==> config.mk <==
export PLATFORM = sky130hd
export DESIGN_NAME = operand_forward
export DESIGN_NICKNAME = d
export VERILOG_FILES = /design/src/dual_issue_pkg.sv /design/src/operand_forward.sv
export SDC_FILE = /design/constraint.sdc
export NUM_CORES = 1
export LEC_CHECK = 0
export BUFFER_PORTS_ARGS = -buffer_cell sky130_fd_sc_hd__buf_2
export CAP_MARGIN = 40
export CORE_MARGIN = 5
export CORE_UTILIZATION = 32
export DETAILED_ROUTE_END_ITERATION = 8
export PLACE_DENSITY = 0.74
export SLEW_MARGIN = 20
export SYNTH_ARGS = -nofsm -noshare
export SYNTH_HDL_FRONTEND = slang
export SYNTH_SLANG_ARGS = --single-unit
export TNS_END_PERCENT = 1
==> constraint.sdc <==
create_clock -name vclk -period 4.9
set_input_delay 1.47 -clock vclk [all_inputs]
set_output_delay 1.47 -clock vclk [all_outputs]
set_load 0.01 [all_outputs]
==> src/dual_issue_pkg.sv <==
package dual_issue_pkg;

    // Datapath widths
    localparam int DATA_W     = 32;
    localparam int REG_ADDR_W = 5;
    localparam int REG_N      = 1 << REG_ADDR_W;

    // Two issue slots, two source operands per slot
    localparam int ISSUE_W = 2;
    localparam int SRC_N   = 2;
    localparam int RD_N    = ISSUE_W * SRC_N;

    // Forwarding sources, index 0 has the highest priority:
    // [0] ex1, [1] ex0, [2] mem1, [3] mem0
    localparam int FWD_N = 4;

    // Instruction classes as seen by the issue logic
    typedef enum logic [2:0] {
        OP_ALU  = 3'd0,
        OP_MEM  = 3'd1,
        OP_CSR  = 3'd2,
        OP_PRIV = 3'd3,
        OP_TRAP = 3'd4
    } op_class_e;

    // Decoded instruction from the instruction buffer
    typedef struct packed {
        logic                                 valid;
        logic [31:0]                          pc;
        op_class_e                            op_class;
        logic [7:0]                           aluop;
        logic [SRC_N-1:0]                     read_valid;
        logic [SRC_N-1:0][REG_ADDR_W-1:0]     read_addr;
        logic                                 write_valid;
        logic [REG_ADDR_W-1:0]                write_addr;
        logic                                 use_imm;
        logic [DATA_W-1:0]                    imm;
    } slot_t;

    // Result forwarded from a later pipeline stage
    typedef struct packed {
        logic                  valid;
        logic [REG_ADDR_W-1:0] addr;
        logic [DATA_W-1:0]     data;
    } fwd_t;

    // Register file write port
    typedef struct packed {
        logic                  we;
        logic [REG_ADDR_W-1:0] addr;
        logic [DATA_W-1:0]     data;
    } wb_t;

    // Instruction handed to execute
    typedef struct packed {
        logic                  valid;
        logic [31:0]           pc;
        op_class_e             op_class;
        logic [7:0]            aluop;
        logic                  write_valid;
        logic [REG_ADDR_W-1:0] write_addr;
        logic [DATA_W-1:0]     operand1;
        logic [DATA_W-1:0]     operand2;
        logic [DATA_W-1:0]     imm;
    } issue_t;

endpackage

==> src/operand_forward.sv <==
`timescale 1ns/100ps

module operand_forward (
    input  logic                                             rd_valid_i,
    input  logic [dual_issue_pkg::REG_ADDR_W-1:0]            rd_addr_i,
    input  logic [dual_issue_pkg::DATA_W-1:0]                rf_data_i,
    input  dual_issue_pkg::fwd_t [dual_issue_pkg::FWD_N-1:0] fwd_i,
    output logic [dual_issue_pkg::DATA_W-1:0]                operand_o
);

    logic lookup;

    // Register 0 is never forwarded
    assign lookup = rd_valid_i && (rd_addr_i != '0);

    // Walk from the lowest priority source up, so the last match wins
    always_comb begin
        operand_o = rf_data_i;
        for (int i = dual_issue_pkg::FWD_N - 1; i >= 0; i--) begin
            if (lookup && fwd_i[i].valid && fwd_i[i].addr == rd_addr_i) begin
                operand_o = fwd_i[i].data;
            end
        end
    end

endmodule

==> results.sh <==
export IMPL_status="finished, final reports clean"
export IMPL_synthToLayoutAreaGrowth_pct=54.2
export IMPL_row_count=29
export IMPL_ys_top_cells_by_area="o31ai_2 (17%), mux2i_1 (15%), a221oi_1 (11%), and2_1 (8.1%), nor3_1 (7.4%)"
export IMPL_min_delay_path_depth=4
export IMPL_multi_input_area_sq_um=1840
export IMPL_dpl_hpwl_um=7910
export IMPL_vias=3078
export IMPL_top_level_ports=222
export IMPL_hold_violations=0
export IMPL_drt_iter0_drc=124
export IMPL_crit_type="input port to output port"
export IMPL_crit_fanout=32
export IMPL_dr_pass1_iters=4
export IMPL_io_buffers=222
export IMPL_grt_pass1_wl_um=14800
export IMPL_fin_crit_ps=4680
export IMPL_rsz0062_at_grt="no"
export IMPL_ir_drop_uv=38.1
export IMPL_fill_cells=633
export IMPL_endpoint_kind="output port"
export IMPL_tightest_slew_ps=360
export IMPL_switching_share_pct=47.4
export IMPL_startpoint_type="input port"
export IMPL_seq_area_frac_synth_pct=0
export IMPL_viasPerCell=5.31
export IMPL_die_y_um=92.0
export IMPL_setup_viol=0
export IMPL_finalCritPeriodShare_pct=95.5
export IMPL_fmax_ghz=0.214
export IMPL_power_density_nw_per_um2=68.0
export IMPL_die_w_um=92.0
export IMPL_power_uw=226
export IMPL_holdBufCountCts=0
export IMPL_grt_max_degree=34
export IMPL_gr_usage_all_layers_pct=20.5
export IMPL_combinationalPowerShare_pct=100.0
export IMPL_num_antenna_cells=0
export IMPL_ys_top_cells_by_count="inv_1 (32), mux2i_1 (32), nor3_1 (32), nor2_1 (31), o31ai_2 (29)"
export IMPL_syn_inst=299
export IMPL_yosysTopAreaCell="o31ai_2"
export IMPL_gp_congestion=0.888
export IMPL_cts_resized_gates=0
export IMPL_avgSynthCellArea_sq_um=7.20
export IMPL_regArea_sq_um=0
export IMPL_num_nets_final=695
export IMPL_p_int_uw=119
export IMPL_leakage_uw=0.00196
export IMPL_drive_gt1_share_pct=54.9
export IMPL_synthesis_nets=489
export IMPL_hold_class="input port to output port"
export IMPL_drc=0
export IMPL_start_util_pct=33.3
export IMPL_slew_violations=0
export IMPL_finalSetupTns_ps=0
export IMPL_routedWlPerCell_um=16.4
export IMPL_core_area_sq_um=6460
export IMPL_ant_nets=0
export IMPL_synth_area_sq_um=2150
export IMPL_dieArea_sq_um=8470
export IMPL_power_share_clock_pct=0
export IMPL_yosys_area_top_type_share_pct=16.9
export IMPL_overflow=0
export IMPL_seq_cell_count=0
export IMPL_p_switching_uw=107
export IMPL_cp_data_arrival_time_ps=3210
export IMPL_required_ps=3430
export IMPL_clkbuf_count=0
export IMPL_grt_pass1_vias=3191
export IMPL_ys_types=33
export IMPL_post_cts_setup_buffers=0
export IMPL_maxCapViolCount=0
export IMPL_seqPwrFrac_pct=0
export IMPL_slew_limit_headroom_pct=75.9
export IMPL_yosysWarnings=0
export IMPL_antenna_found_initial=0
export IMPL_wirelength_um=9530
power groups by stage:
stage | Sequential (uW) | Clock [uW] | Combinational (uW)
after floorplan | 0 | 0 | 110
after global placement | 0 | 0 | 222
after detailed placement | 0 | 0 | 226
after CTS | 0 | 0 | 227
after global routing | 0 | 0 | 245
final | 0 | 0 | 226
critical path, cell delays in order:
cell and delay [ps]:
buf_2 150, xor2_1 160, or4_1 560, buf_4 270
nor3_1 230, mux2i_1 130, o31ai_2 70, buf_2 170
per-layer routing:
metal / GRT usage [%] / up-vias / part of all wire [%]
met2: 40.3 / 162 / 54
li1: - / 1486 / -
met4: 2.35 / 0 / 1.0
met3: 3.11 / 12 / 8.5
met5: 0 / - / 0
met1: 24.0 / 1418 / 37
layout make-up:
cell class / instances / area share (%)
inverter: 32 / 3.62
multi-input combinational: 233 / 55.3
timing repair buffer: 238 / 38.2
tap: 77 / 2.90
per-stage QoR:
step / setup slack, ps / instance area, sq um / hold slack (ps) / utilization [%] / std cells
final: 219 / 3320 / 3260 / 51.4 / 580
after global routing: 114 / 3320 / 3270 / 51.4 / 580
after CTS: 227 / 3320 / 3260 / 51.4 / 580
after detailed placement: 228 / 3320 / 3260 / 51.4 / 580
after global placement: 195 / 3320 / 3250 / 51.4 / 580
after floorplan: 472 / 2150 / 3070 / - / 299
cells in the final DEF (no fill, tap or decap):
cell type  count
o211ai_1       1
nand4_4        1
buf_4         13
xnor2_1        2
inv_1         32
o31ai_1        2
a21boi_0       1
and3_1         5
a211oi_4       1
or2_4          1
nor2_1        31
nand2_1        7
o31ai_2       29
a211o_1        1
or4_1          1
nand3b_1       1
nor3_1        32
nor3_2         1
and2_1        28
nor4_2         2
xor2_1        18
buf_12         3
nand2_8        1
a211oi_1       5
buf_2        222
a221oi_1      27
o21ai_2        1
mux2i_1       32
nor4_4         1
o21ai_1        1
path summary, 6_finish.rpt:
check,end,slack [ps],startpoint
worst max-delay path,operand_o[24],220,rd_addr_i[3]
worst min-delay path,operand_o[23],3260,fwd_i[23]
cell families (layout without fill, tap and decap cells):
group           after synthesis  after routing  share of synthesized area [%]
xor+xnor                     20             20                           8.13
mux                          32             32                           14.9
simple gates                112            112                           29.3
buf+inv                      66            270                           15.1
compound gates               69             69                           32.6
No activity file was read; power rests on OpenSTA's default activity.
