--- src/dual_issue_pkg.sv ---
package dual_issue_pkg;

    // Datapath widths
    localparam int DATA_W     = 32;
    localparam int REG_ADDR_W = 5;
    localparam int REG_N      = 1 << REG_ADDR_W;

    // Two issue slots, two source operands per slot
    localparam int ISSUE_W = 2;
    localparam int SRC_N   = 2;
    localparam int RD_N    = ISSUE_W * SRC_N;

    // Forwarding sources, index 0 has the highest priority:
    // [0] ex1, [1] ex0, [2] mem1, [3] mem0
    localparam int FWD_N = 4;

    // Instruction classes as seen by the issue logic
    typedef enum logic [2:0] {
        OP_ALU  = 3'd0,
        OP_MEM  = 3'd1,
        OP_CSR  = 3'd2,
        OP_PRIV = 3'd3,
        OP_TRAP = 3'd4
    } op_class_e;

    // Decoded instruction from the instruction buffer
    typedef struct packed {
        logic                                 valid;
        logic [31:0]                          pc;
        op_class_e                            op_class;
        logic [7:0]                           aluop;
        logic [SRC_N-1:0]                     read_valid;
        logic [SRC_N-1:0][REG_ADDR_W-1:0]     read_addr;
        logic                                 write_valid;
        logic [REG_ADDR_W-1:0]                write_addr;
        logic                                 use_imm;
        logic [DATA_W-1:0]                    imm;
    } slot_t;

    // Result forwarded from a later pipeline stage
    typedef struct packed {
        logic                  valid;
        logic [REG_ADDR_W-1:0] addr;
        logic [DATA_W-1:0]     data;
    } fwd_t;

    // Register file write port
    typedef struct packed {
        logic                  we;
        logic [REG_ADDR_W-1:0] addr;
        logic [DATA_W-1:0]     data;
    } wb_t;

    // Instruction handed to execute
    typedef struct packed {
        logic                  valid;
        logic [31:0]           pc;
        op_class_e             op_class;
        logic [7:0]            aluop;
        logic                  write_valid;
        logic [REG_ADDR_W-1:0] write_addr;
        logic [DATA_W-1:0]     operand1;
        logic [DATA_W-1:0]     operand2;
        logic [DATA_W-1:0]     imm;
    } issue_t;

endpackage

--- src/dispatch_regs.sv ---
`timescale 1ns/100ps

module dispatch_regs (
    input  logic                                                  clk,
    input  logic                                                  rst_n,
    input  dual_issue_pkg::slot_t [dual_issue_pkg::ISSUE_W-1:0]   slot_i,
    input  logic [dual_issue_pkg::ISSUE_W-1:0][dual_issue_pkg::SRC_N-1:0][dual_issue_pkg::DATA_W-1:0]
                                                                  operand_i,
    input  logic [dual_issue_pkg::ISSUE_W-1:0]                    issue_mask_i,
    input  logic                                                  stall_i,
    input  logic                                                  flush_i,
    output dual_issue_pkg::issue_t [dual_issue_pkg::ISSUE_W-1:0]  exe_o
);

    generate
        for (genvar s = 0; s < dual_issue_pkg::ISSUE_W; s++) begin : g_slot
            always_ff @(posedge clk or negedge rst_n) begin
                if (!rst_n) begin
                    exe_o[s] <= '0;
                end else if (flush_i) begin
                    exe_o[s] <= '0;
                end else if (stall_i) begin
                    exe_o[s] <= exe_o[s];
                end else if (issue_mask_i[s]) begin
                    exe_o[s].valid       <= 1'b1;
                    exe_o[s].pc          <= slot_i[s].pc;
                    exe_o[s].op_class    <= slot_i[s].op_class;
                    exe_o[s].aluop       <= slot_i[s].aluop;
                    exe_o[s].write_valid <= slot_i[s].write_valid;
                    exe_o[s].write_addr  <= slot_i[s].write_addr;
                    exe_o[s].operand1    <= operand_i[s][0];
                    // Immediate takes the second operand position
                    exe_o[s].operand2    <= slot_i[s].use_imm ? slot_i[s].imm : operand_i[s][1];
                    exe_o[s].imm         <= slot_i[s].imm;
                end else begin
                    exe_o[s] <= '0;
                end
            end
        end
    endgenerate

    // In-order issue, slot 1 never leaves ahead of slot 0
    a_no_lone_slot1: assert property (
        @(posedge clk) disable iff (!rst_n)
        issue_mask_i != 2'b10
    );

    // Execute sees a frozen stage while stalled
    a_stall_hold: assert property (
        @(posedge clk) disable iff (!rst_n)
        (stall_i && !flush_i) |=> (exe_o == $past(exe_o))
    );

endmodule

--- config.mk ---
export PLATFORM = sky130hd
export DESIGN_NAME = dispatch_regs
export DESIGN_NICKNAME = d
export VERILOG_FILES = /design/src/dual_issue_pkg.sv /design/src/dispatch_regs.sv
export SDC_FILE = /design/constraint.sdc
export NUM_CORES = 1
export LEC_CHECK = 0
export BUFFER_PORTS_ARGS = -buffer_cell sky130_fd_sc_hd__buf_2
export CAP_MARGIN = 20
export CELL_PAD_IN_SITES_DETAIL_PLACEMENT = 1
export CELL_PAD_IN_SITES_GLOBAL_PLACEMENT = 1
export CORE_AREA = 5 5 234 236
export DETAILED_ROUTE_END_ITERATION = 8
export DIE_AREA = 0 0 239 241
export PLACE_DENSITY = 0.66
export RECOVER_POWER = 50
export REMOVE_ABC_BUFFERS = 1
export SKIP_CTS_REPAIR_TIMING = 1
export SLEW_MARGIN = 0
export SYNTH_ARGS = -nofsm -noshare
export SYNTH_HDL_FRONTEND = slang
export SYNTH_SLANG_ARGS = --single-unit
--- constraint.sdc ---
create_clock -name clk -period 1 [get_ports clk]
set_input_delay 0 -clock clk [delete_from_list [all_inputs] [get_ports clk]]
set_output_delay 0 -clock clk [all_outputs]
set_load 0.005 [all_outputs]
==> out/results.ini, run 1 <==
[synthesis]
synth_top_family_by_area=compound AO/OA/AOI/OAI gates
yosys.area_share.xor_xnor_pct=0
syn_inst=726
syn_area_um2=11500
yosys_warnings=0
synthSimpleGateAreaFrac_pct=0.423
yosys.area_share.adder_pct=0
ys_seq_area_share_pct=63.4
syn_avg_cell_area_um2=15.9
synthMuxAreaShare_pct=5.56
netlist.area_leader.share_pct=63.4
synth_top_area_cell=dfrtp_1
ys_ff_latch=292
synth_cell_types=13
synth_compound_area_share_pct=25.4
synth_area_leaders=dfrtp_1 63%, a22o_1 17%, o2bb2ai_2 7.8%

[floorplan]
die_area_um2=57600
core_area_um2=52200
chipWidth_um=239
start_util_pct=22.1
fp-row-count=84
dieHeight_um=241
io_pins=616

[clock_network]
worstSkewPairLatency_ns=0.51
cts_tree=yes
clkTransAtPathRegs_ns=0.06
clkSinkCount=292
numCtsBuffers=34
cts-root-buf=clkbuf_16
cts_max_path_buffers=3
htree_levels=2

[critical_path]
cpPeakStageDelay_ns=0.43
path_buf_inv=1
path_delay_family=flip-flops
cp.required_ns=1.00
crit_slowest_cell=dfrtp_1
endpoint_kind=primary output
ff2ff_setup_slack_ns=0.09
path_class=flip-flop to primary output
cp_max_fo=2
worstSetupStartpointType=flip-flop
cp_cell_sequence=buf_2
cp.arrival_ns=1.11

[grt]
grt_max_degree=52
grt_pass1_wl_um=61800
grt_pass1_vias=10100
antenna_found_initial=4
overflow=0
grt_util_all_layers_pct=13.5

[finish]
top_regs=exe_o x292
largest_register_ffs=292
instances_no_fill=2532
final_nets=2138
final_util_pct=39.8
largest-register=exe_o
layout-drive-gt1-share_pct=50.8
area_growth_pct=80.4

[sta]
setup_ws_ns=-0.108
fin_crit_ns=1.11
finClkSkew_ns=0
setup_tns_ns=-13.45
setup_viol=292
maxSlewViolCount=0
holdWs_ns=-0.0438
slew_headroom_pct=60.1
fmax_mhz=903
rsz0062_at_grt=true
worst_pin_slew_ns=0.599
hold_viol=12
fin_crit_sh_pct=111

[placed_design]
placed_cells=2004
hpwl_um=32200
io_buffers=589
dp_slack_ns=-0.166
place.gp.congestion=0.810

[detailed_routing]
drc=0
routed_wirelength_um=55600
wl_per_cell_um=21.9
drtPass1Iterations=4
antenna_left=0
vias=11500
drt_iter0_drc=363
avgViaCountPerCell=4.54

[power_and_ir_drop]
leakage_nw=11.2
ir_drop_mv=1.12
power.density_nw_per_um2=1410

[worst_hold_path]
worstHoldPathType=input pin to asynchronous set/reset pin

[flow_run]
maxCapViolCount=0

[outcome]
violations=hold timing, setup timing
status=finished with violations

-- final timing paths --
check                        endpoint  cells after the start         from
setup / recovery           exe_o[164]                      1   exe_o[164]
hold / removal             exe_o[124]                      2        rst_n
setup reg to reg            exe_o[19]                      2    exe_o[19]
hold reg to reg            exe_o[145]                      1   exe_o[145]
max in group asynchronous  exe_o[255]                      3        rst_n
min in group clk           exe_o[189]                      4  slot_i[127]
-- layer usage --
metal,share of wire (%),global-route usage [%],vias to the layer above,wire length (um)
li1,-,-,4994,-
met1,37,17.0,5853,20400
met3,5.7,3.18,144,3180
met5,0,0,-,0
met4,4.0,4.74,0,2230
met2,54,23.0,499,29800
-- cells in the final DEF (no fill, tap or decap), types with 5 or more instances in the layout --
cell type      synthesis  final
o2bb2ai_2             60     53
clkbuf_1               8     18
o2bb2ai_1              4     11
dlygate4sd3_1          0    291
buf_2                 14    586
dfrtp_1              292    292
mux2i_1               64     64
buf_4                 19    211
clkbuf_8               0     11
clkbuf_2               0      6
clkbuf_16              0     35
diode_2                0      5
a22o_1               226    226
buf_12                 0     20
-- cell families after synthesis --
group	count (synthesis)
compound gates	292
mux	64
buf+inv	73
simple gates	5
flops	292
-- final cells by class --
| type | count | area (um^2) |
|---|---|---|
| timing repair buffer | 1125 | 7940 |
| clock inverter | 4 | 23.8 |
| fill | 5690 | 31400 |
| sequential | 292 | 7310 |
| multi-input combinational | 361 | 3600 |
| clock buffer | 57 | 1070 |
| antenna | 5 | 12.5 |
| tap | 688 | 861 |
-- where the power goes --
part	switching, mW	internal, mW	leakage, nW
combinational	2.03	2.48	6.72
sequential	0.304	12.3	3.98
clock	5.08	7.27	0.540
-- synthesized netlist by cell type --
| library cell | instances |
|---|---|
| o2bb2ai_2 | 60 |
| dfrtp_1 | 292 |
| mux2i_1 | 64 |
| buf_2 | 14 |
| a21o_1 | 2 |
| buf_6 | 32 |
| o2bb2ai_1 | 4 |
| a22o_1 | 226 |
| nor3b_2 | 2 |
| nor2b_1 | 1 |
| or3b_1 | 2 |
| buf_4 | 19 |
| clkbuf_1 | 8 |
-- through the flow --
step | power (mW) | instance area (um^2)
4_1_cts | 28.2 | 16700
5_1_grt | 30.6 | 20800
2_1_floorplan | 13.7 | 10900
3_3_place_gp | 15.8 | 15600
6_report | 29.4 | 20800
3_5_place_dp | 15.8 | 15600
Power figures use the tool's default switching activity.
==> inputs of run 2 (changes only) <==
Settings changed: ABC_AREA from default to 1, CORE_AREA 5 5 234 236 to 5 5 236 238, DIE_AREA 0 0 239 241 to 0 0 241 243, PLACE_DENSITY 0.66 to 0.71, SKIP_LAST_GASP from default to 1.
==> run 2 against run 1 <==
Compared with the run above:
- the run ends with setup timing left
- first-iteration DRC count grew 83%
- register-to-register slack gained 0.02 ns
- via count grew 26%
- combinational power shrank 1%
- final cell count grew 28%
- maximum frequency grew 0.32%
- worst setup slack gained 0.0035 ns
- synthesized cell count grew 99%
- global-route usage grew 1.9 points
==> out/results.ini, run 2 <==
[outcome]
violations=setup timing
status=finished with violations

[critical_path]
cpPeakStageDelay_ns=0.42
ff2ff_setup_slack_ns=0.11
worstSetupStartpointType=flip-flop
r2r_cells=3
cp.required_ns=1.00
worstReg2RegEnd=exe_o[111]
path_class=flip-flop to primary output
crit_slowest_cell=dfrtp_1
worstSetupStartpoint=exe_o[267]
cp_cell_sequence=buf_2
r2r-start=exe_o[111]
endpoint_kind=primary output
cp_max_fo=2
path_delay_family=flip-flops
path_buf_inv=1
cp.arrival_ns=1.10

[detailed_routing]
drc=0
antenna_left=0
vias=14500
drtPass1Iterations=5
avgViaCountPerCell=4.46
routed_wirelength_um=63100
drt_iter0_drc=664
wl_per_cell_um=19.4

[synthesis]
netlist.area_leader.share_pct=61.5
syn_inst=1443
synth_edf_count=0
yosys_warnings=0
syn_avg_cell_area_um2=8.24
async_reset_ff_share_pct=100
ys_ff_latch=292
ys.flop_type=dfrtp_1
synth_cell_types=10
synth_area_leaders=dfrtp_1 61%, nand2_1 34%, buf_2 1.5%
synth_most_common_cell=nand2_1
synth_top_area_cell=dfrtp_1
ys_seq_area_share_pct=61.5
synth.top_cells.by_count=1066 x nand2_1, 292 x dfrtp_1, 35 x buf_2, 21 x buf_4, 15 x buf_6
syn_area_um2=11900

[sta]
slew_headroom_pct=52.6
worst_pin_slew_ns=0.710
hold_viol=0
setup_viol=292
finClkSkew_ns=0
fmax_mhz=906
holdWs_ns=0.000576
fin_crit_sh_pct=110
setup_ws_ns=-0.104
rsz0062_at_grt=true
fin_crit_ns=1.10
maxSlewViolCount=0

[grt]
grt_max_degree=66
antenna_found_initial=8
overflow=0
grt_pass1_wl_um=72500
grt_pass1_vias=12900
grt_util_all_layers_pct=15.4

[worst_hold_path]
holdPathStages=6
hp-start=slot_i[127]
worstHoldPathType=input pin to flip-flop
hold_end=exe_o[190]

[power_and_ir_drop]
ir_drop_mv=0.849
power.density_nw_per_um2=1390
power.total_mw=29.6
leakage_nw=12.7

[clock_network]
worstSkewPairLatency_ns=0.51
cts_max_path_buffers=3
cts-root-buf=clkbuf_16
clkSinkCount=292
clkTransAtPathRegs_ns=0.06
numCtsBuffers=37
cts_tree=yes
htree_levels=2

[placed_design]
placed_cells=2733
dp_slack_ns=-0.0804
place.gp.congestion=0.849
hpwl_um=36900
io_buffers=589
placed_cell_area_um2=16100

[finish]
final_nets=2839
largest-register=exe_o
top_regs=exe_o x292
layout_common_cells=1066 x nand2_1, 574 x buf_2, 295 x dlygate4sd3_1
layout-drive-gt1-share_pct=34.1
largest_register_ffs=292
area_growth_pct=79.0
stdcell_area_um2=21300
layout_commonest_cell=nand2_1
instances_no_fill=3245

[floorplan]
io_pins=616
chipWidth_um=241
core_area_um2=53400
fp-row-count=85
dieHeight_um=243
die_area_um2=58600
start_util_pct=22.3

[flow_run]
maxCapViolCount=0

==> run 2: worst max-delay path by stage <==
| stage | to | slack, ns | cells past startpoint |
|---|---|---|---|
| finish | exe_o[267] | -0.10 | 1 |
| global route | exe_o[275] | -0.15 | 1 |
| CTS | exe_o[6] | -0.16 | 1 |
| detailed placement | exe_o[120] | -0.08 | 8 |
| global placement | exe_o[55] | -0.04 | 8 |
| floorplan | exe_o[0] | -2.28 | 4 |
==> run 2: power by group <==
part | switching (mW) | internal, mW
clock | 5.16 | 7.41
sequential | 0.298 | 12.3
combinational | 2.17 | 2.28
==> run 2: cell type report <==
class | count | area (um^2)
fillers | 6494 | 32100
clock buffers | 52 | 1030
diodes | 12 | 30.0
multi-input cells | 1071 | 4050
well taps | 696 | 871
inverters | 3 | 11.3
repair buffers | 1110 | 7910
clock inverters | 9 | 75.1
flip-flops and latches | 292 | 7310
==> run 2: logic make-up (layout without fill, tap and decap cells) <==
logic type	Yosys count	after routing	share of synthesized area, %
and+or+nand+nor	1069	1069	33.9
buffers and inverters	80	1174	4.50
other	0	12	0
DFF	292	292	61.5
AOI/OAI and AO/OA	2	2	0.0842
==> run 2: routing by layer <==
layer / track usage (%) / routed length, um / up-vias
met5: 0 / 0 / -
met3: 3.29 / 3570 / 246
met1: 17.7 / 21900 / 7138
met4: 5.04 / 3530 / 0
met2: 28.4 / 34100 / 604
li1: - / - / 6470
==> run 2: through the flow <==
stage	util [%]	TNS, ns
2_1_floorplan	-	-664.40
3_3_place_gp	30.2	-1.35
3_5_place_dp	30.2	-4.49
4_1_cts	32.2	-25.70
5_1_grt	39.9	-28.21
6_report	39.9	-12.08
