--- config.mk ---
export PLATFORM = sky130hd
export DESIGN_NAME = issue_ctrl
export DESIGN_NICKNAME = d
export VERILOG_FILES = /design/src/dual_issue_pkg.sv /design/src/issue_ctrl.sv
export SDC_FILE = /design/constraint.sdc
export NUM_CORES = 1
export LEC_CHECK = 0
export BUFFER_PORTS_ARGS = -buffer_cell sky130_fd_sc_hd__buf_2
export CAP_MARGIN = 10
export CORE_AREA = 2 2 76 78
export DETAILED_ROUTE_END_ITERATION = 8
export DIE_AREA = 0 0 78 80
export GPL_ROUTABILITY_DRIVEN = 0
export PLACE_DENSITY_LB_ADDON = 0.3
export REMOVE_ABC_BUFFERS = 1
export SETUP_SLACK_MARGIN = 0.4
export SLEW_MARGIN = 25
export SYNTH_ARGS = -nofsm -noshare
export SYNTH_HDL_FRONTEND = slang
export SYNTH_SLANG_ARGS = --single-unit
--- constraint.sdc ---
create_clock -name vclk -period 0.8
set_input_delay 0.04 -clock vclk [all_inputs]
set_output_delay 0.04 -clock vclk [all_outputs]
set_load 0.01 [all_outputs]
--- src/dual_issue_pkg.sv ---
package dual_issue_pkg;

    // Datapath widths
    localparam int DATA_W     = 32;
    localparam int REG_ADDR_W = 5;
    localparam int REG_N      = 1 << REG_ADDR_W;

    // Two issue slots, two source operands per slot
    localparam int ISSUE_W = 2;
    localparam int SRC_N   = 2;
    localparam int RD_N    = ISSUE_W * SRC_N;

    // Forwarding sources, index 0 has the highest priority:
    // [0] ex1, [1] ex0, [2] mem1, [3] mem0
    localparam int FWD_N = 4;

    // Instruction classes as seen by the issue logic
    typedef enum logic [2:0] {
        OP_ALU  = 3'd0,
        OP_MEM  = 3'd1,
        OP_CSR  = 3'd2,
        OP_PRIV = 3'd3,
        OP_TRAP = 3'd4
    } op_class_e;

    // Decoded instruction from the instruction buffer
    typedef struct packed {
        logic                                 valid;
        logic [31:0]                          pc;
        op_class_e                            op_class;
        logic [7:0]                           aluop;
        logic [SRC_N-1:0]                     read_valid;
        logic [SRC_N-1:0][REG_ADDR_W-1:0]     read_addr;
        logic                                 write_valid;
        logic [REG_ADDR_W-1:0]                write_addr;
        logic                                 use_imm;
        logic [DATA_W-1:0]                    imm;
    } slot_t;

    // Result forwarded from a later pipeline stage
    typedef struct packed {
        logic                  valid;
        logic [REG_ADDR_W-1:0] addr;
        logic [DATA_W-1:0]     data;
    } fwd_t;

    // Register file write port
    typedef struct packed {
        logic                  we;
        logic [REG_ADDR_W-1:0] addr;
        logic [DATA_W-1:0]     data;
    } wb_t;

    // Instruction handed to execute
    typedef struct packed {
        logic                  valid;
        logic [31:0]           pc;
        op_class_e             op_class;
        logic [7:0]            aluop;
        logic                  write_valid;
        logic [REG_ADDR_W-1:0] write_addr;
        logic [DATA_W-1:0]     operand1;
        logic [DATA_W-1:0]     operand2;
        logic [DATA_W-1:0]     imm;
    } issue_t;

endpackage

--- src/issue_ctrl.sv ---
`timescale 1ns/100ps

module issue_ctrl (
    input  dual_issue_pkg::slot_t [dual_issue_pkg::ISSUE_W-1:0] slot_i,
    input  logic                                                stall_i,
    input  logic                                                flush_i,
    input  logic                                                block_i,
    output logic [dual_issue_pkg::ISSUE_W-1:0]                  issue_mask_o,
    output logic [dual_issue_pkg::ISSUE_W-1:0]                  accept_o,
    output logic                                                is_pri_o
);

    logic [dual_issue_pkg::ISSUE_W-1:0] slot_valid;
    logic [dual_issue_pkg::ISSUE_W-1:0] mask;
    logic                               raw_hazard;
    logic                               slot0_serial;
    logic                               any_mem;
    logic                               slot1_trap;

    assign slot_valid = {slot_i[1].valid, slot_i[0].valid};

    // Slot 1 source matches slot 0 destination
    always_comb begin
        raw_hazard = 1'b0;
        for (int r = 0; r < dual_issue_pkg::SRC_N; r++) begin
            if (slot_i[1].read_valid[r] && slot_i[0].write_valid &&
                slot_i[1].read_addr[r] == slot_i[0].write_addr) begin
                raw_hazard = 1'b1;
            end
        end
    end

    assign slot0_serial = (slot_i[0].op_class == dual_issue_pkg::OP_PRIV) ||
                          (slot_i[0].op_class == dual_issue_pkg::OP_CSR);
    assign any_mem      = (slot_i[0].op_class == dual_issue_pkg::OP_MEM) ||
                          (slot_i[1].op_class == dual_issue_pkg::OP_MEM);
    assign slot1_trap   = (slot_i[1].op_class == dual_issue_pkg::OP_TRAP);

    always_comb begin
        if (block_i) begin
            mask = 2'b00;
        end else if (raw_hazard) begin
            mask = 2'b01;
        end else if (slot0_serial) begin
            mask = 2'b01;
        end else if (any_mem) begin
            mask = 2'b01;
        end else if (slot1_trap) begin
            mask = 2'b01;
        end else begin
            mask = 2'b11;
        end
    end

    assign issue_mask_o = mask & slot_valid;

    // Single issue also drains an empty slot 1 from the buffer
    always_comb begin
        if (stall_i) begin
            accept_o = 2'b00;
        end else if (issue_mask_o == 2'b01) begin
            accept_o = {~slot_valid[1], 1'b1};
        end else begin
            accept_o = issue_mask_o;
        end
    end

    assign is_pri_o = (slot_i[0].op_class == dual_issue_pkg::OP_PRIV) && issue_mask_o[0] &&
                      !stall_i && !flush_i;

endmodule

==> flow_summary.json, run 1 <==
{
  "syn_avg_cell_area_um2": 7.41,
  "layout_setup_ws_ps": -488,
  "setup_viol": 2,
  "grt_max_degree": 4,
  "filler_cell_count": 636,
  "routedWlPerCell_um": 7.84,
  "yosysSeqAreaShare": 0,
  "placement_rows": 27,
  "remaining_drc_errors": 0,
  "crit_buf_inv": 3,
  "detailedRoute.firstIterationViolations": 9,
  "fin_setup_tns_ps": -952,
  "nFlopsAndLatches": 0,
  "final_net_count": 262,
  "hold_path.startpoint": "flush_i",
  "synth.distinct_cells": 13,
  "first_global_vias": 352,
  "antenna_violating_nets_post_route": 0,
  "status": "finished, violations left",
  "drive_gt1_frac": 0.746,
  "hold_viol": 0,
  "start_util": 0.0356,
  "die-width_um": 78,
  "num_vias": 348,
  "synthesis.instances": 26,
  "finalPower_w": 0.000291,
  "groute.usage.overall": 0.0306,
  "most_common_library_cell_in_the_layout_ignoring_fill_and_taps": "sky130_fd_sc_hd__buf_2",
  "setup.worst_path.class": "primary input to output port",
  "maxSlewHeadroom": 0.800,
  "dp.cells": 138,
  "pin_count": 198,
  "layout-area-overhead-vs-synth_pct": 237,
  "switching_share": 0.413,
  "clock_power_share": 0,
  "reported_net_switching_power_w": 0.000120,
  "wire_length_of_the_first_global_routing_pass_mm": 1.52,
  "rsz_0062_raised_after_global_routing": "yes",
  "worst_slew_pin_slew_ps": 298,
  "violated_checks": "setup timing",
  "power.share.sequential": 0,
  "most_common_cell_on_crit_path": "sky130_fd_sc_hd__buf_2",
  "max_capacitance_violation_total": 0,
  "worst_path_max_delay_cell": "sky130_fd_sc_hd__nor4_4",
  "commonest_cells_after_routing_fill_and_taps_aside": "sky130_fd_sc_hd__buf_2 (26), sky130_fd_sc_hd__buf_6 (8), sky130_fd_sc_hd__xnor2_1 (7), sky130_fd_sc_hd__buf_4 (5), sky130_fd_sc_hd__nor2_1 (3)",
  "worst_path_maximum_fanout": 2,
  "min_delay_path_depth": 3,
  "floorplan.core_area_um2": 5410,
  "slew_viol_final": 0,
  "chipHeight_um": 80,
  "hold_path_end": "is_pri_o",
  "startpoint_type": "primary input",
  "dieArea_um2": 6240,
  "cellInternalPower_w": 0.000171,
  "detailed_placer_s_ending_hpwl_um": 819,
  "static-leakage-power_nw": 0.279,
  "end_kind": "output port",
  "timing.critical_path.max_delay_family": "buffers and inverters",
  "drt_wl_total_mm": 1.09,
  "nClkBuffers": 0,
  "fmax_mhz": 776,
  "antenna_found_initial": 0,
  "grt_remaining_overflow": 0,
  "hold_class": "primary input to output port",
  "timing.critical_path.required_ps": 760,
  "critPathMaxStageDelay_ps": 350,
  "timing.critical_path.arrival_ps": 1250,
  "register_area_um2": 0,
  "drtPass1Iterations": 3,
  "combinationalPowerShare": 1.000,
  "crit_path_cell_trace": "buf_2, xor2_4, nor4_4, buf_4, a41o_1, o32ai_2, buf_2",
  "instances_no_fill": 139,
  "fin_crit_ps": 1290,
  "synth.cell_area_um2": 193,
  "antenna_diode_instance_count": 0,
  "peakVddDrop_mv": 0.117,
  "power.density_cell_area_nw_per_um2": 448,
  "synth-warning-count": 0,
  "vias_per_cell": 2.50,
  "io_buffers": 34,
  "final_min_period_over_clock_period": 1.61
}
stage by stage:
step | worst slack [ps] | instance area (µm²) | utilization | hold slack (ps)
after detailed placement | -576 | 498 | 0.0921 | 327
after CTS | -445 | 601 | 0.111 | 305
after global placement | -553 | 498 | 0.0921 | 325
after floorplan | -81.0 | 193 | - | 133
final | -488 | 649 | 0.120 | 355
after global routing | -509 | 649 | 0.120 | 366
what timing repair did:
action,CTS,global route
pin swaps,7,4
hold buffers,0,0
setup buffers,0,1
resized for setup,19,7
endpoints found under the setup margin,5,5
worst max-delay path by stage:
stage | to | cells past startpoint | startpoint
final | accept_o[1] | 7 | slot_i[138]
after global placement | accept_o[1] | 7 | slot_i[138]
after floorplan | is_pri_o | 3 | slot_i[94]
after CTS | accept_o[1] | 7 | slot_i[33]
after detailed placement | accept_o[1] | 7 | slot_i[138]
after global routing | accept_o[1] | 7 | slot_i[138]
kinds of logic (layout without fill, tap and decap cells):
group / after synthesis / after routing / share of synthesized area
XOR/XNOR: 11 / 11 / 0.500
AND/OR/NAND/NOR: 11 / 11 / 0.299
AO/OA/AOI/OAI: 3 / 3 / 0.182
buffers and inverters: 1 / 42 / 0.0195
final cells by class:
| cell class | instances | area, µm² | share of cell area |
|---|---|---|---|
| multi-input combinational | 25 | 268 | 0.412 |
| timing repair buffer | 41 | 288 | 0.443 |
| tap | 72 | 90.1 | 0.139 |
| inverter | 1 | 3.75 | 0.00578 |
tightest hold or removal path: stages:
cell and delay (ps):
sky130_fd_sc_hd__buf_2 100, sky130_fd_sc_hd__nor4_4 40, sky130_fd_sc_hd__buf_2 130
power by group through the flow:
stage	clock, W	sequential [W]	combinational, W
detailed placement	0	0	0.000204
CTS	0	0	0.000264
global route	0	0	0.000312
floorplan	0	0	0.0000736
global placement	0	0	0.000204
finish	0	0	0.000291
synth_stat cells:
| master | number | area, µm² |
|---|---|---|
| sky130_fd_sc_hd__nand2_1 | 1 | 3.75 |
| sky130_fd_sc_hd__inv_1 | 1 | 3.75 |
| sky130_fd_sc_hd__o221ai_1 | 1 | 8.76 |
| sky130_fd_sc_hd__nand4_1 | 1 | 6.26 |
| sky130_fd_sc_hd__xor2_1 | 4 | 35.0 |
| sky130_fd_sc_hd__nor4_1 | 2 | 12.5 |
| sky130_fd_sc_hd__xnor2_1 | 7 | 61.3 |
| sky130_fd_sc_hd__a41o_1 | 1 | 10.0 |
| sky130_fd_sc_hd__nor2b_1 | 2 | 12.5 |
| sky130_fd_sc_hd__o32ai_2 | 1 | 16.3 |
| sky130_fd_sc_hd__nand3_1 | 1 | 5.00 |
| sky130_fd_sc_hd__nand2b_1 | 1 | 6.26 |
| sky130_fd_sc_hd__nor2_1 | 3 | 11.3 |
routing by layer:
metal / vias up / track usage / part of all wire
li1: 173 / - / -
met1: 142 / 0.0423 / 0.48
met2: 33 / 0.0543 / 0.41
met3: 0 / 0.00339 / 0.10
met4: 0 / 0 / 0
met5: - / 0 / 0
Note: power is estimated with default switching activity, not from simulation.
==> run 2: changes to the inputs <==
==> constraint.sdc (replaced) <==
create_clock -name vclk -period 0.8
set_input_delay 0.08 -clock vclk [all_inputs]
set_output_delay 0.08 -clock vclk [all_outputs]
set_load 0.01 [all_outputs]
==> run 2 against run 1 <==
Compared with the run above:
- the run still ends with setup timing left
- combinational power is 12% lower
- highest routed layer unchanged
- fmax is 0.61% higher
- non-clock buffer count is 1 higher
- clock-buffer cell count stayed put
- setup slack better by 7.9 ps
- core utilization is 1.0 points lower
- flip-flop and latch count stayed put
- first-iteration DRC count stayed put
- routed wire length is 5.2% lower
- final area is 8.3% lower
==> flow_summary.json, run 2 (synthesized netlist as in run 1, its figures left out) <==
{
  "routedWlPerCell_um": 7.38,
  "static-leakage-power_nw": 0.270,
  "commonest_cells_after_routing_fill_and_taps_aside": "sky130_fd_sc_hd__buf_2 (27), sky130_fd_sc_hd__buf_6 (8), sky130_fd_sc_hd__xnor2_1 (7), sky130_fd_sc_hd__buf_4 (6), sky130_fd_sc_hd__xor2_1 (4)",
  "power.share.sequential": 0,
  "worst_slew_pin_slew_ps": 266,
  "fin_setup_tns_ps": -933,
  "antenna_violating_nets_post_route": 0,
  "nFlopsAndLatches": 0,
  "hold-worst-slack_ps": 411,
  "max_capacitance_violation_total": 0,
  "antenna_found_initial": 0,
  "switching_share": 0.386,
  "nClkBuffers": 0,
  "most_common_library_cell_in_the_layout_ignoring_fill_and_taps": "sky130_fd_sc_hd__buf_2",
  "maxSlewHeadroom": 0.822,
  "fmax_mhz": 781,
  "dieArea_um2": 6240,
  "timing.critical_path.arrival_ps": 1200,
  "hold_class": "primary input to output port",
  "drive_gt1_frac": 0.706,
  "slew_viol_final": 0,
  "final_net_count": 263,
  "setup.worst_path.class": "primary input to output port",
  "hold_viol": 0,
  "drt_wl_total_mm": 1.03,
  "grt_max_degree": 4,
  "wire_length_of_the_first_global_routing_pass_mm": 1.62,
  "fin_crit_ps": 1280,
  "chipHeight_um": 80,
  "combinationalPowerShare": 1.000,
  "pre_cts_ws_ps": -638,
  "grt_remaining_overflow": 0,
  "remaining_drc_errors": 0,
  "num_vias": 347,
  "cellInternalPower_w": 0.000157,
  "groute.usage.overall": 0.0320,
  "worst_path_maximum_fanout": 2,
  "status": "finished, violations left",
  "antenna_diode_instance_count": 0,
  "pin_count": 198,
  "register_area_um2": 0,
  "die-width_um": 78,
  "vias_per_cell": 2.48,
  "end_kind": "output port",
  "setup_viol": 2,
  "violated_checks": "setup timing",
  "multi_input_area_um2": 216,
  "drtPass1Iterations": 3,
  "start_util": 0.0356,
  "peakVddDrop_mv": 0.126,
  "timing.critical_path.required_ps": 720,
  "ctsHoldBuffers": 0,
  "power.density_cell_area_nw_per_um2": 430,
  "filler_cell_count": 642,
  "layout-area-overhead-vs-synth_pct": 209,
  "final_core_utilization": 0.110,
  "reported_net_switching_power_w": 0.0000987,
  "layout_setup_ws_ps": -480,
  "startpoint_type": "primary input",
  "placement_rows": 27,
  "io_buffers": 34,
  "clock_power_share": 0,
  "rsz_0062_raised_after_global_routing": "yes",
  "floorplan.core_area_um2": 5410,
  "first_global_vias": 339,
  "final_min_period_over_clock_period": 1.60,
  "detailedRoute.firstIterationViolations": 9
}
## run 2: cell count changes in the layout (fill, tap and decap cells not counted)
| cell | delta |
|---|---|
| sky130_fd_sc_hd__buf_8 | -1 |
| sky130_fd_sc_hd__xor2_1 | +3 |
| sky130_fd_sc_hd__xor2_2 | -2 |
| sky130_fd_sc_hd__xor2_4 | -1 |
| sky130_fd_sc_hd__buf_2 | +1 |
| sky130_fd_sc_hd__nor4_2 | +2 |
| sky130_fd_sc_hd__nor4_4 | -2 |
| sky130_fd_sc_hd__buf_4 | +1 |
## run 2: metal layers
layer,part of all wire,GRT usage,wire [µm],vias up
li1,-,-,-,177
met4,0,0,0,0
met2,0.35,0.0491,365,33
met3,0.11,0.00339,117,0
met1,0.53,0.0503,551,137
met5,0,0,0,-
## run 2: timing repair
action,CTS,global route
pin swaps,4,1
setup endpoints to repair,5,5
resized for setup,15,1
buffers inserted,0,1
## run 2: power by group through the flow
stage               Sequential, W  Combinational (W)  Clock (W)
floorplan                       0          0.0000736          0
global placement                0           0.000208          0
detailed placement              0           0.000207          0
CTS                             0           0.000250          0
global route                    0           0.000279          0
finish                          0           0.000256          0
## run 2: area by class of cell
class,instances,area share
Multi-Input combinational cell,25,0.363
Tap cell,72,0.151
Inverter,1,0.00630
Timing Repair Buffer,42,0.479
## run 2: through the flow
stage | total power (W) | area [µm²] | instances
CTS | 0.000250 | 584 | 139
global placement | 0.000208 | 505 | 139
detailed placement | 0.000207 | 505 | 139
finish | 0.000256 | 596 | 140
floorplan | 0.0000736 | 193 | 26
global route | 0.000279 | 596 | 140
## run 2: path summary, 6_finish.rpt
kind / depth (start not counted) / end / startpoint / slack [ps]
worst max-delay path: 7 / accept_o[1] / slot_i[134] / -480
worst min-delay path: 3 / is_pri_o / flush_i / 410
## run 2: worst max-delay path, cell delays in order
cell	delay [ps]
sky130_fd_sc_hd__buf_6	90
sky130_fd_sc_hd__xor2_1	150
sky130_fd_sc_hd__nor4_2	320
sky130_fd_sc_hd__buf_4	160
sky130_fd_sc_hd__a41o_1	170
sky130_fd_sc_hd__o32ai_2	80
sky130_fd_sc_hd__buf_2	140
==> run 3: changes to the inputs <==
clock period = 1.56 ns   (was 0.8 ns; I/O delays follow)
==> run 3 against run 2 <==
Compared with the run above:
- the flow now finishes without violations
- non-clock buffer count fell by 5
- critical path depth did not move
- first-iteration DRC count fell by 78%
- routed wire length fell by 0.68%
- core utilization fell by 0.65 points
- critical path type unchanged
- largest power group unchanged
==> flow_summary.json, run 3 (synthesized netlist as in run 1, its figures left out) <==
{
  "status": "completed",
  "final_core_utilization": 0.104,
  "max_capacitance_violation_total": 0,
  "nFlopsAndLatches": 0,
  "floorplan.core_area_um2": 5410,
  "startpoint_type": "primary input",
  "top_usage_layer": "met2",
  "start_util": 0.0356,
  "commonest_cells_after_routing_fill_and_taps_aside": "sky130_fd_sc_hd__buf_2 (30), sky130_fd_sc_hd__xnor2_1 (7)",
  "pin_count": 198,
  "stdcell_area_um2": 561,
  "groute.usage.overall": 0.0321,
  "worst_path_maximum_fanout": 2,
  "end_kind": "output port",
  "placed_area_um2": 460,
  "setup.worst_path.start": "slot_i[37]",
  "hold_class": "primary input to output port",
  "final_net_count": 258,
  "first_global_vias": 330,
  "worst_slew_pin_slew_ps": 267,
  "routedWlPerCell_um": 7.60,
  "most_common_library_cell_in_the_layout_ignoring_fill_and_taps": "sky130_fd_sc_hd__buf_2",
  "multi_input_area_um2": 245,
  "power.density_cell_area_nw_per_um2": 225,
  "static-leakage-power_nw": 0.238,
  "final_min_period_over_clock_period": 0.942,
  "layout-area-overhead-vs-synth_pct": 191,
  "placement_rows": 27,
  "fin_setup_tns_ps": 0,
  "antenna_diode_instance_count": 0,
  "setup.worst_path.class": "primary input to output port",
  "detailedRoute.firstIterationViolations": 2,
  "io_buffers": 34,
  "timing.critical_path.required_ps": 1400,
  "drtPass1Iterations": 2,
  "grt_remaining_overflow": 0,
  "nClkBuffers": 0,
  "drt_wl_total_mm": 1.03,
  "fmax_mhz": 681,
  "register_area_um2": 0,
  "antenna_violating_nets_post_route": 0,
  "dieArea_um2": 6240,
  "global_route_met3_utilization": 0.0102,
  "vias_per_cell": 2.44,
  "maxSlewHeadroom": 0.821,
  "antenna_found_initial": 0,
  "setup_viol": 0,
  "worstSetupEndpoint": "accept_o[1]",
  "slew_viol_final": 0,
  "gr_layer_usage_met1": 0.0417,
  "hold-worst-slack_ps": 553,
  "chipHeight_um": 80,
  "filler_cell_count": 639,
  "rsz_0062_raised_after_global_routing": "yes",
  "die-width_um": 78,
  "grt_max_degree": 4,
  "remaining_drc_errors": 0,
  "peakVddDrop_mv": 0.0633,
  "fin_crit_ps": 1470,
  "num_vias": 329,
  "drive_gt1_frac": 0.683,
  "hold_viol": 0,
  "timing.critical_path.arrival_ps": 1310,
  "wire_length_of_the_first_global_routing_pass_mm": 1.55,
  "detailed_placer_s_ending_hpwl_um": 807,
  "met2_usage": 0.0552
}
[run 3: changes by cell type in the layout (fill, tap and decap cells not counted), moves of 2 or more]
| cell | before | now |
|---|---|---|
| sky130_fd_sc_hd__buf_2 | 27 | 30 |
| sky130_fd_sc_hd__buf_4 | 6 | 3 |
| sky130_fd_sc_hd__buf_6 | 8 | 3 |
| sky130_fd_sc_hd__nor4_2 | 2 | 0 |
| sky130_fd_sc_hd__xor2_1 | 4 | 0 |
| sky130_fd_sc_hd__xor2_2 | 0 | 3 |
[run 3: how the worst min path moves through the flow]
| stage | startpoint | to | slack [ps] | cells after the start |
|---|---|---|---|---|
| 2_1_floorplan | flush_i | is_pri_o | 360 | 1 |
| 3_5_place_dp | flush_i | is_pri_o | 550 | 3 |
| 5_1_grt | flush_i | is_pri_o | 570 | 3 |
| 4_1_cts | flush_i | is_pri_o | 560 | 3 |
| 3_3_place_gp | flush_i | is_pri_o | 560 | 3 |
| 6_report | flush_i | is_pri_o | 550 | 3 |
[run 3: layout make-up]
type                            instances  share of cell area
Inverter                                1             0.00670
Multi-Input combinational cell         25               0.437
Tap cell                               72               0.161
Timing Repair Buffer                   37               0.395
[run 3: power by group]
part | internal, W | switching (W) | leakage, nW
sequential | 0 | 0 | 0
clock | 0 | 0 | 0
combinational | 0.0000713 | 0.0000550 | 0.238
total | 0.0000713 | 0.0000550 | 0.238
[run 3: per-layer routing]
layer | vias to the layer above | part of all wire
li1 | 164 | -
met1 | 132 | 0.46
met2 | 33 | 0.37
met3 | 0 | 0.17
met4 | 0 | 0
met5 | - | 0
[run 3: timing repair]
action	in CTS	in global routing
endpoints found under the setup margin	2	2
setup buffers	1	1
gates resized for setup	9	5
hold buffers	0	0
cloned	0	0
pin swaps	6	3
hold endpoints to repair	0	0
[run 3: stage by stage]
stage / cells / worst slack [ps] / total power, W
6_report: 135 / 90.6 / 0.000126
5_1_grt: 135 / -13.5 / 0.000139
4_1_cts: 134 / 63.7 / 0.000116
3_5_place_dp: 133 / -108 / 0.0000958
3_3_place_gp: 133 / -80.8 / 0.0000960
2_1_floorplan: 26 / 447 / 0.0000377
[run 3: critical path, cell delays in order]
cell and delay, ps:
sky130_fd_sc_hd__buf_8 110, sky130_fd_sc_hd__xor2_4 170, sky130_fd_sc_hd__nor4_4 320, sky130_fd_sc_hd__buf_4 160, sky130_fd_sc_hd__a41o_1 180, sky130_fd_sc_hd__o32ai_2 80, sky130_fd_sc_hd__buf_2 140
